--- src/common/lsu_pkg.sv ---
package lsu_pkg;

  localparam int data_w = 32;
  localparam int tag_w = 6;
  localparam int addr_w = 4;
  localparam int mem_depth = 1 << addr_w; // word-addressed.

  typedef enum logic {
    op_load,
    op_store
  } lsu_op_e;

  // imm is a word offset added to the base operand.
  typedef struct packed {
    lsu_op_e           op;
    logic [addr_w-1:0] imm;
  } uop_t;

endpackage

--- src/hdl/lsu_dispatch.sv ---
`timescale 1ns/100ps
module lsu_dispatch #(
  parameter int rs_depth = 4
) (
  input  logic                       disp_valid,
  input  lsu_pkg::uop_t              disp_op,
  input  logic [lsu_pkg::tag_w-1:0]  disp_tag,
  input  logic [lsu_pkg::data_w-1:0] disp_base_val,
  input  logic [lsu_pkg::tag_w-1:0]  disp_base_tag,
  input  logic                       disp_base_rdy,
  input  logic [lsu_pkg::data_w-1:0] disp_data_val,
  input  logic [lsu_pkg::tag_w-1:0]  disp_data_tag,
  input  logic                       disp_data_rdy,
  input  logic [rs_depth-1:0]        busy_vector,
  input  logic                       cdb_valid,
  input  logic [lsu_pkg::tag_w-1:0]  cdb_tag,
  input  logic [lsu_pkg::data_w-1:0] cdb_value,

  output logic [rs_depth-1:0]        entry_wen,
  output lsu_pkg::uop_t              in_op,
  output logic [lsu_pkg::tag_w-1:0]  in_dst_tag,
  output logic [lsu_pkg::data_w-1:0] in_v1,
  output logic [lsu_pkg::tag_w-1:0]  in_q1,
  output logic                       in_r1,
  output logic [lsu_pkg::data_w-1:0] in_v2,
  output logic [lsu_pkg::tag_w-1:0]  in_q2,
  output logic                       in_r2,
  output logic                       rs_full
);

  logic found;
  logic base_hit;
  logic data_hit;

  always_comb begin
    found     = 1'b0;
    entry_wen = '0;
    for (int i = 0; i < rs_depth; i++) begin
      if (!busy_vector[i] && !found) begin
        found        = 1'b1;
        entry_wen[i] = disp_valid; // no free slot means the strobe is lost.
      end
    end
  end

  assign rs_full = &busy_vector;

  // catch a tag broadcast in the dispatch cycle itself.
  assign base_hit = cdb_valid && !disp_base_rdy && (cdb_tag == disp_base_tag);
  assign data_hit = cdb_valid && !disp_data_rdy && (cdb_tag == disp_data_tag);

  assign in_op      = disp_op;
  assign in_dst_tag = disp_tag;
  assign in_v1      = base_hit ? cdb_value : disp_base_val;
  assign in_q1      = disp_base_tag;
  assign in_r1      = disp_base_rdy || base_hit;
  assign in_v2      = data_hit ? cdb_value : disp_data_val;
  assign in_q2      = disp_data_tag;
  assign in_r2      = disp_data_rdy || data_hit;

endmodule

--- src/lsu_rs/reservation_station_lsu.sv ---
`timescale 1ns/100ps
module reservation_station_lsu #(
  parameter int rs_depth = 4,
  localparam int rs_idx_w = $clog2(rs_depth)
) (
  input  logic                        clk,
  input  logic                        rst_n,
  input  logic                        flush,

  input  logic [rs_depth-1:0]         entry_wen,
  input  lsu_pkg::uop_t               in_op,
  input  logic [lsu_pkg::tag_w-1:0]   in_dst_tag,
  input  logic [lsu_pkg::data_w-1:0]  in_v1,
  input  logic [lsu_pkg::tag_w-1:0]   in_q1,
  input  logic                        in_r1,
  input  logic [lsu_pkg::data_w-1:0]  in_v2,
  input  logic [lsu_pkg::tag_w-1:0]   in_q2,
  input  logic                        in_r2,

  input  logic                        cdb_valid,
  input  logic [lsu_pkg::tag_w-1:0]   cdb_tag,
  input  logic [lsu_pkg::data_w-1:0]  cdb_value,

  input  logic [rs_depth-1:0]         issue_grant,
  input  logic [rs_idx_w-1:0]         sel_idx,

  output logic [rs_depth-1:0]         ready_mask,
  output logic [rs_depth-1:0]         busy_vector,
  output logic [lsu_pkg::tag_w-1:0]   entry_tag [rs_depth],

  output lsu_pkg::uop_t               out_op,
  output logic [lsu_pkg::tag_w-1:0]   out_dst_tag,
  output logic [lsu_pkg::data_w-1:0]  out_v1,
  output logic [lsu_pkg::data_w-1:0]  out_v2
);

  logic [rs_depth-1:0]        busy;
  lsu_pkg::uop_t              op_arr  [rs_depth];
  logic [lsu_pkg::tag_w-1:0]  dst_arr [rs_depth];
  logic [lsu_pkg::data_w-1:0] v1_arr  [rs_depth];
  logic [lsu_pkg::tag_w-1:0]  q1_arr  [rs_depth];
  logic                       r1_arr  [rs_depth];
  logic [lsu_pkg::data_w-1:0] v2_arr  [rs_depth];
  logic [lsu_pkg::tag_w-1:0]  q2_arr  [rs_depth];
  logic                       r2_arr  [rs_depth];
  logic [rs_depth-1:0]        load_blocked;

  always_ff @(posedge clk or negedge rst_n) begin
    if (!rst_n) begin
      busy <= '0;
    end else if (flush) begin
      busy <= '0;
    end else begin
      busy <= (busy & ~issue_grant) | entry_wen; // dispatch only hits free slots.
    end
  end

  // operands arriving with dispatch are already merged with the cdb.
  always_ff @(posedge clk) begin
    for (int i = 0; i < rs_depth; i++) begin
      if (entry_wen[i]) begin
        op_arr[i]  <= in_op;
        dst_arr[i] <= in_dst_tag;
        v1_arr[i]  <= in_v1;
        q1_arr[i]  <= in_q1;
        r1_arr[i]  <= in_r1;
        v2_arr[i]  <= in_v2;
        q2_arr[i]  <= in_q2;
        r2_arr[i]  <= in_r2;
      end else if (busy[i] && cdb_valid) begin
        if (!r1_arr[i] && (q1_arr[i] == cdb_tag)) begin
          v1_arr[i] <= cdb_value;
          r1_arr[i] <= 1'b1;
        end
        if (!r2_arr[i] && (q2_arr[i] == cdb_tag)) begin
          v2_arr[i] <= cdb_value;
          r2_arr[i] <= 1'b1;
        end
      end
    end
  end

  // a load waits while any older store is still in the station.
  always_comb begin
    for (int m = 0; m < rs_depth; m++) begin
      load_blocked[m] = 1'b0;
      for (int n = 0; n < rs_depth; n++) begin
        if (busy[n] && (op_arr[n].op == lsu_pkg::op_store) &&
            (dst_arr[n] < dst_arr[m])) begin
          load_blocked[m] = 1'b1;
        end
      end
      ready_mask[m] = busy[m] && r1_arr[m] && r2_arr[m] &&
                      !((op_arr[m].op == lsu_pkg::op_load) && load_blocked[m]);
    end
  end

  assign out_op      = op_arr[sel_idx];
  assign out_dst_tag = dst_arr[sel_idx];
  assign out_v1      = v1_arr[sel_idx];
  assign out_v2      = v2_arr[sel_idx];

  assign entry_tag   = dst_arr;
  assign busy_vector = busy;

endmodule

--- src/lsu_rs/lsu_issue_select.sv ---
`timescale 1ns/100ps
module lsu_issue_select #(
  parameter int rs_depth = 4,
  localparam int rs_idx_w = $clog2(rs_depth)
) (
  input  logic [rs_depth-1:0]       ready_mask,
  input  logic [lsu_pkg::tag_w-1:0] entry_tag [rs_depth],
  input  logic                      exec_stall,
  output logic [rs_depth-1:0]       issue_grant,
  output logic                      issue_valid,
  output logic [rs_idx_w-1:0]       sel_idx
);

  logic                      found;
  logic [lsu_pkg::tag_w-1:0] best_tag;

  // oldest ready entry wins.
  always_comb begin
    found    = 1'b0;
    best_tag = '0;
    sel_idx  = '0;
    for (int i = 0; i < rs_depth; i++) begin
      if (ready_mask[i] && (!found || (entry_tag[i] < best_tag))) begin
        found    = 1'b1;
        best_tag = entry_tag[i];
        sel_idx  = rs_idx_w'(i);
      end
    end
    issue_grant = '0;
    if (found && !exec_stall) begin
      issue_grant[sel_idx] = 1'b1;
    end
  end

  assign issue_valid = |issue_grant;

endmodule

--- src/hdl/lsu_exec.sv ---
`timescale 1ns/100ps
module lsu_exec (
  input  logic                       clk,
  input  logic                       rst_n,
  input  logic                       flush,
  input  logic                       issue_valid,
  input  lsu_pkg::uop_t              out_op,
  input  logic [lsu_pkg::tag_w-1:0]  out_dst_tag,
  input  logic [lsu_pkg::data_w-1:0] out_v1,
  input  logic [lsu_pkg::data_w-1:0] out_v2,
  input  logic                       res_ack,
  output logic                       res_valid,
  output logic [lsu_pkg::tag_w-1:0]  res_tag,
  output logic [lsu_pkg::data_w-1:0] res_value,
  output logic                       exec_stall
);

  logic [lsu_pkg::data_w-1:0] mem [lsu_pkg::mem_depth];
  logic [lsu_pkg::addr_w-1:0] issue_addr;

  logic                       stg_valid;
  lsu_pkg::lsu_op_e           stg_op;
  logic [lsu_pkg::tag_w-1:0]  stg_tag;
  logic [lsu_pkg::addr_w-1:0] stg_addr;
  logic [lsu_pkg::data_w-1:0] stg_data;

  logic res_busy;
  logic stg_hold;
  logic load_go;
  logic store_go;

  assign issue_addr = out_v1[lsu_pkg::addr_w-1:0] + out_op.imm; // wraps in 16 words.

  assign res_busy   = res_valid && !res_ack;
  assign stg_hold   = stg_valid && (stg_op == lsu_pkg::op_load) && res_busy;
  assign load_go    = stg_valid && (stg_op == lsu_pkg::op_load) && !res_busy;
  assign store_go   = stg_valid && (stg_op == lsu_pkg::op_store);
  assign exec_stall = res_busy;

  always_ff @(posedge clk or negedge rst_n) begin
    if (!rst_n) begin
      stg_valid <= 1'b0;
      res_valid <= 1'b0;
    end else if (flush) begin
      stg_valid <= 1'b0;
      res_valid <= 1'b0;
    end else begin
      if (!stg_hold) begin
        stg_valid <= issue_valid;
      end
      if (load_go) begin
        res_valid <= 1'b1;
      end else if (res_ack) begin
        res_valid <= 1'b0;
      end
    end
  end

  always_ff @(posedge clk) begin
    if (issue_valid) begin
      stg_op   <= out_op.op;
      stg_tag  <= out_dst_tag;
      stg_addr <= issue_addr;
      stg_data <= out_v2;
    end
    if (load_go) begin
      res_tag   <= stg_tag;
      res_value <= mem[stg_addr];
    end
  end

  always_ff @(posedge clk or negedge rst_n) begin
    if (!rst_n) begin
      for (int i = 0; i < lsu_pkg::mem_depth; i++) begin
        mem[i] <= '0;
      end
    end else if (store_go) begin
      mem[stg_addr] <= stg_data;
    end
  end

endmodule

--- src/hdl/cdb_arbiter.sv ---
`timescale 1ns/100ps
module cdb_arbiter (
  input  logic                       clk,
  input  logic                       rst_n,
  input  logic                       ext_valid,
  input  logic [lsu_pkg::tag_w-1:0]  ext_tag,
  input  logic [lsu_pkg::data_w-1:0] ext_value,
  input  logic                       res_valid,
  input  logic [lsu_pkg::tag_w-1:0]  res_tag,
  input  logic [lsu_pkg::data_w-1:0] res_value,
  output logic                       res_ack,
  output logic                       cdb_valid,
  output logic [lsu_pkg::tag_w-1:0]  cdb_tag,
  output logic [lsu_pkg::data_w-1:0] cdb_value
);

  assign res_ack = res_valid && !ext_valid; // ext cannot be held off.

  always_ff @(posedge clk or negedge rst_n) begin
    if (!rst_n) begin
      cdb_valid <= 1'b0;
    end else begin
      cdb_valid <= ext_valid || res_valid;
    end
  end

  always_ff @(posedge clk) begin
    cdb_tag   <= ext_valid ? ext_tag : res_tag;
    cdb_value <= ext_valid ? ext_value : res_value;
  end

endmodule

--- src/hdl/lsu_top.sv ---
`timescale 1ns/100ps
module lsu_top #(
  parameter int rs_depth = 4,
  localparam int rs_idx_w = $clog2(rs_depth)
) (
  input  logic                       clk,
  input  logic                       rst_n,
  input  logic                       flush,
  input  logic                       disp_valid,
  input  lsu_pkg::uop_t              disp_op,
  input  logic [lsu_pkg::tag_w-1:0]  disp_tag,
  input  logic [lsu_pkg::data_w-1:0] disp_base_val,
  input  logic [lsu_pkg::tag_w-1:0]  disp_base_tag,
  input  logic                       disp_base_rdy,
  input  logic [lsu_pkg::data_w-1:0] disp_data_val,
  input  logic [lsu_pkg::tag_w-1:0]  disp_data_tag,
  input  logic                       disp_data_rdy,
  input  logic                       ext_valid,
  input  logic [lsu_pkg::tag_w-1:0]  ext_tag,
  input  logic [lsu_pkg::data_w-1:0] ext_value,
  output logic                       rs_full,
  output logic                       cdb_valid,
  output logic [lsu_pkg::tag_w-1:0]  cdb_tag,
  output logic [lsu_pkg::data_w-1:0] cdb_value
);

  logic [rs_depth-1:0]        entry_wen;
  lsu_pkg::uop_t              in_op;
  logic [lsu_pkg::tag_w-1:0]  in_dst_tag;
  logic [lsu_pkg::data_w-1:0] in_v1;
  logic [lsu_pkg::tag_w-1:0]  in_q1;
  logic                       in_r1;
  logic [lsu_pkg::data_w-1:0] in_v2;
  logic [lsu_pkg::tag_w-1:0]  in_q2;
  logic                       in_r2;

  logic [rs_depth-1:0]        busy_vector;
  logic [rs_depth-1:0]        ready_mask;
  logic [lsu_pkg::tag_w-1:0]  entry_tag [rs_depth];
  logic [rs_depth-1:0]        issue_grant;
  logic                       issue_valid;
  logic [rs_idx_w-1:0]        sel_idx;

  lsu_pkg::uop_t              out_op;
  logic [lsu_pkg::tag_w-1:0]  out_dst_tag;
  logic [lsu_pkg::data_w-1:0] out_v1;
  logic [lsu_pkg::data_w-1:0] out_v2;

  logic                       exec_stall;
  logic                       res_valid;
  logic [lsu_pkg::tag_w-1:0]  res_tag;
  logic [lsu_pkg::data_w-1:0] res_value;
  logic                       res_ack;

  lsu_dispatch #(.rs_depth(rs_depth)) dispatch_i (
    .disp_valid, .disp_op, .disp_tag,
    .disp_base_val, .disp_base_tag, .disp_base_rdy,
    .disp_data_val, .disp_data_tag, .disp_data_rdy,
    .busy_vector, .cdb_valid, .cdb_tag, .cdb_value,
    .entry_wen, .in_op, .in_dst_tag,
    .in_v1, .in_q1, .in_r1, .in_v2, .in_q2, .in_r2,
    .rs_full
  );

  reservation_station_lsu #(.rs_depth(rs_depth)) rs_i (
    .clk, .rst_n, .flush,
    .entry_wen, .in_op, .in_dst_tag,
    .in_v1, .in_q1, .in_r1, .in_v2, .in_q2, .in_r2,
    .cdb_valid, .cdb_tag, .cdb_value,
    .issue_grant, .sel_idx,
    .ready_mask, .busy_vector, .entry_tag,
    .out_op, .out_dst_tag, .out_v1, .out_v2
  );

  lsu_issue_select #(.rs_depth(rs_depth)) select_i (
    .ready_mask, .entry_tag, .exec_stall,
    .issue_grant, .issue_valid, .sel_idx
  );

  lsu_exec exec_i (
    .clk, .rst_n, .flush, .issue_valid,
    .out_op, .out_dst_tag, .out_v1, .out_v2,
    .res_ack, .res_valid, .res_tag, .res_value, .exec_stall
  );

  cdb_arbiter arbiter_i (
    .clk, .rst_n,
    .ext_valid, .ext_tag, .ext_value,
    .res_valid, .res_tag, .res_value,
    .res_ack, .cdb_valid, .cdb_tag, .cdb_value
  );

endmodule

--- config.mk ---
export PLATFORM = sky130hd
export DESIGN_NAME = lsu_top
export DESIGN_NICKNAME = d
export VERILOG_FILES = /design/src/common/lsu_pkg.sv /design/src/hdl/lsu_dispatch.sv /design/src/lsu_rs/reservation_station_lsu.sv /design/src/lsu_rs/lsu_issue_select.sv /design/src/hdl/lsu_exec.sv /design/src/hdl/cdb_arbiter.sv /design/src/hdl/lsu_top.sv
export SDC_FILE = /design/constraint.sdc
export NUM_CORES = 1
export LEC_CHECK = 0
export BUFFER_PORTS_ARGS = -buffer_cell sky130_fd_sc_hd__buf_2
export CAP_MARGIN = 20
export CORE_MARGIN = 10
export CORE_UTILIZATION = 65
export DETAILED_ROUTE_END_ITERATION = 8
export PLACE_DENSITY_LB_ADDON = 0.12
export SLEW_MARGIN = 20
export SYNTH_ARGS = -nofsm -noshare
export SYNTH_HDL_FRONTEND = slang
export SYNTH_SLANG_ARGS = --single-unit
--- constraint.sdc ---
create_clock -name clk -period 22.4 [get_ports clk]
set_clock_uncertainty 0.05 [all_clocks]
set_input_delay 3.36 -clock clk [delete_from_list [all_inputs] [get_ports clk]]
set_output_delay 3.36 -clock clk [all_outputs]
set_load 0.03 [all_outputs]
==> results.toml <==
[run_status]
run_status = "complete, no violations"

[clock_tree]
tritoncts_clock_tree = "yes"
cts_root_buffer = "sky130_fd_sc_hd__clkbuf_16"
clkSinkCount = 882
numCtsBuffers = 88
htree_num_levels = 3
clock_latency_ps = 650
postCtsResizedCells = 0
cts-root-to-sink-buffers = 3
postCtsSetupBuffers = 0
cts.hold.buffers_added = 0
clk_transition_reported_paths_ps = 70

[synth]
synth.cell_area_um2 = 39680
synth_area_leader_cell = "sky130_fd_sc_hd__dfrtp_1"
yosysWarningCount = 0
dominantRegCellSynth = "sky130_fd_sc_hd__dfrtp_1"
post_synth_main_area_contributors = "sky130_fd_sc_hd__dfrtp_1, sky130_fd_sc_hd__edfxtp_1, sky130_fd_sc_hd__mux2_2"
synth.yosys.seq_area_share_pct = 59.19
syn_inst = 2527
netlist.area_leader.share_pct = 32.73
synth_cell_type_count = 68
synth_area_per_cell_um2 = 15.70
synth-edff-count = 323
synthArstFlopShare_pct = 58.84
postSynthNetCount = 2714
postSynthRegisterBits = 882

[critical_path]
cp_data_arrival_time_ps = 11580
worstSetupStartpointType = "register"
critical_path_peak_fanout = 59
worst-path-buf-inv = 3
crit_path_leading_delay_family = "compound AO/OA/AOI/OAI gates"
timing.setup.critical_path_class = "register to register"
cpPeakStageDelay_ps = 840
required_ps = 22740
slowest_stage = "sky130_fd_sc_hd__nor2b_2"
endpoint_kind = "register"

[finish]
final_cell_mix = "sky130_fd_sc_hd__mux2_2, sky130_fd_sc_hd__dfrtp_1, sky130_fd_sc_hd__edfxtp_1, sky130_fd_sc_hd__mux4_2, sky130_fd_sc_hd__buf_2"
fillers = 3749
area_growth_syn_to_layout_pct = 11.31
final_core_util_pct = 73.18
post_route_cells_drive_above_1_share_pct = 44.90
fin_nets = 2819
multiInputGateArea_um2 = 15540
most_common_cell_after_layout_fill_and_taps_aside = "sky130_fd_sc_hd__mux2_2"
regArea_um2 = 23490

[place]
port-buffer-count = 143
gp_congestion = 0.8675
hpwlAfterDp_um = 59180

[global_routing]
gr-total-overflow = 0
grt_antenna_before_repair = 8
vias_in_the_first_global_route = 24010
gr-usage-all-layers_pct = 28.43
global_route_wire_length_before_repair_um = 152000
grt_max_degree = 193

[route]
detailed_router_iteration_count_before_antenna_repair = 6
drt-vias-per-instance = 6.583
post-route-drc-count = 0
wire_per_inst_um = 28.57
vias = 23040
drt_iter0_markers = 2133
route.final.wire_length_um = 100000
drtAntennaViolNets = 0

[floorplan]
floorplan.core_area_um2 = 60360
area_enclosed_by_the_die_boundary_um2 = 71330
rows = 90
pin_count = 172
dieHeight_um = 267.1
die-width_um = 267.1
initial_utilization_pct = 65.74

[sta]
max_clock_freq_mhz = 88.96
report.final.setup_viol = 0
setup_total_negative_slack_ps = 0
timing.hold.ws_ps = 382.0
tightest_slew_ps = 1147
final-max-slew-violation-count = 0
final.min_clock_period_ps = 11240
final.period_utilization_pct = 50.18
grt_setup_unrepaired = "false"
slew_headroom_pct = 23.56
count_of_endpoints_failing_hold_in_the_final_timing_report = 0

[run]
drv.max_cap_violation_count = 0

[hold_path]
hp-class = "register to register"

[power]
power.static_leakage_nw = 19.00
power_density_of_the_placed_cells_nw_per_um2 = 82.90
vdd_drop_max_uv = 77.76
## area by class of cell
class                   count  area share, %
well taps                 782          2.215
inverters                  24         0.2040
repair buffers            190          2.527
flip-flops and latches    882          53.18
multi-input cells        1446          35.18
clock buffers             126          5.632
clock inverters            40          1.011
diodes                     10        0.05666
## synth_stat cells (12+ instances only)
| master | instances |
|---|---|
| sky130_fd_sc_hd__inv_1 | 24 |
| sky130_fd_sc_hd__mux2_2 | 694 |
| sky130_fd_sc_hd__xor2_1 | 40 |
| sky130_fd_sc_hd__a21o_1 | 12 |
| sky130_fd_sc_hd__dfrtp_1 | 519 |
| sky130_fd_sc_hd__ha_1 | 54 |
| sky130_fd_sc_hd__nor3_1 | 28 |
| sky130_fd_sc_hd__edfxtp_1 | 323 |
| sky130_fd_sc_hd__xnor2_1 | 25 |
| sky130_fd_sc_hd__mux4_2 | 160 |
| sky130_fd_sc_hd__dfxtp_1 | 40 |
| sky130_fd_sc_hd__a21oi_1 | 72 |
| sky130_fd_sc_hd__nand4_1 | 16 |
| sky130_fd_sc_hd__nand3_1 | 50 |
| sky130_fd_sc_hd__buf_2 | 16 |
| sky130_fd_sc_hd__buf_1 | 33 |
| sky130_fd_sc_hd__a221o_1 | 37 |
| sky130_fd_sc_hd__clkbuf_1 | 121 |
| sky130_fd_sc_hd__nor2_1 | 55 |
| sky130_fd_sc_hd__nand2_1 | 97 |
## layer usage
metal,GRT usage [%],wire [µm],share of wire [%]
met5,0,13,0.013
met4,7.892,2417,2.4
met3,5.476,7253,7.3
met2,46.04,48970,49
met1,39.19,41350,41
## final timing paths
kind	startpoint	endpoint	slack, ps	depth (start not counted)
setup / recovery	rs_i.entry_tag[5]	exec_i.stg_addr[3]	11160	39
hold reg to reg	exec_i.stg_tag[0]	exec_i.res_tag[0]	380	0
setup reg to reg	rs_i.entry_tag[5]	exec_i.stg_addr[3]	11160	39
min in group asynchronous	rst_n	exec_i.mem[164]	2750	1
hold / removal	exec_i.stg_tag[0]	exec_i.res_tag[0]	380	0
max in group asynchronous	rst_n	exec_i.mem[113]	17130	3
## stage by stage
step	setup WS (ps)	power (mW)	std cells	cell area, µm²
finish	11160	3.661	3500	44170
global route	10370	3.782	3493	44150
CTS	11200	3.679	3489	44120
detailed placement	11240	2.194	3323	41190
global placement	11330	2.174	3323	41190
floorplan	13830	2.071	2527	39680
## registers in the layout (all words and copies together), names as in the netlist, 20 cells and up
register	cells
rs_i.q1_arr	24
exec_i.mem	512
exec_i.stg_data	32
rs_i.v2_arr	128
arbiter_i.cdb_value	32
rs_i.entry_tag	24
rs_i.op_arr	20
exec_i.res_value	32
rs_i.q2_arr	24
## cell families (layout without fill, tap and decap cells)
kind of cell	Yosys count	in the layout	share of synthesized area, %
flip-flops	882	882	59.19
multiplexers	854	854	28.78
AND/OR/NAND/NOR	304	304	3.768
buffers and inverters	199	380	1.999
AO/OA/AOI/OAI	168	168	3.078
XOR/XNOR	65	65	1.435
adder cells (fa/ha/maj)	55	55	1.753
other	0	10	0
## where the power goes
group | leakage [nW] | switching [mW] | internal, mW | total [mW]
logic | 7.10 | 0.157 | 0.158 | 0.315
registers | 10.5 | 0.0701 | 1.78 | 1.85
clock network | 1.44 | 0.625 | 0.870 | 1.50
Power figures use the tool's default switching activity.
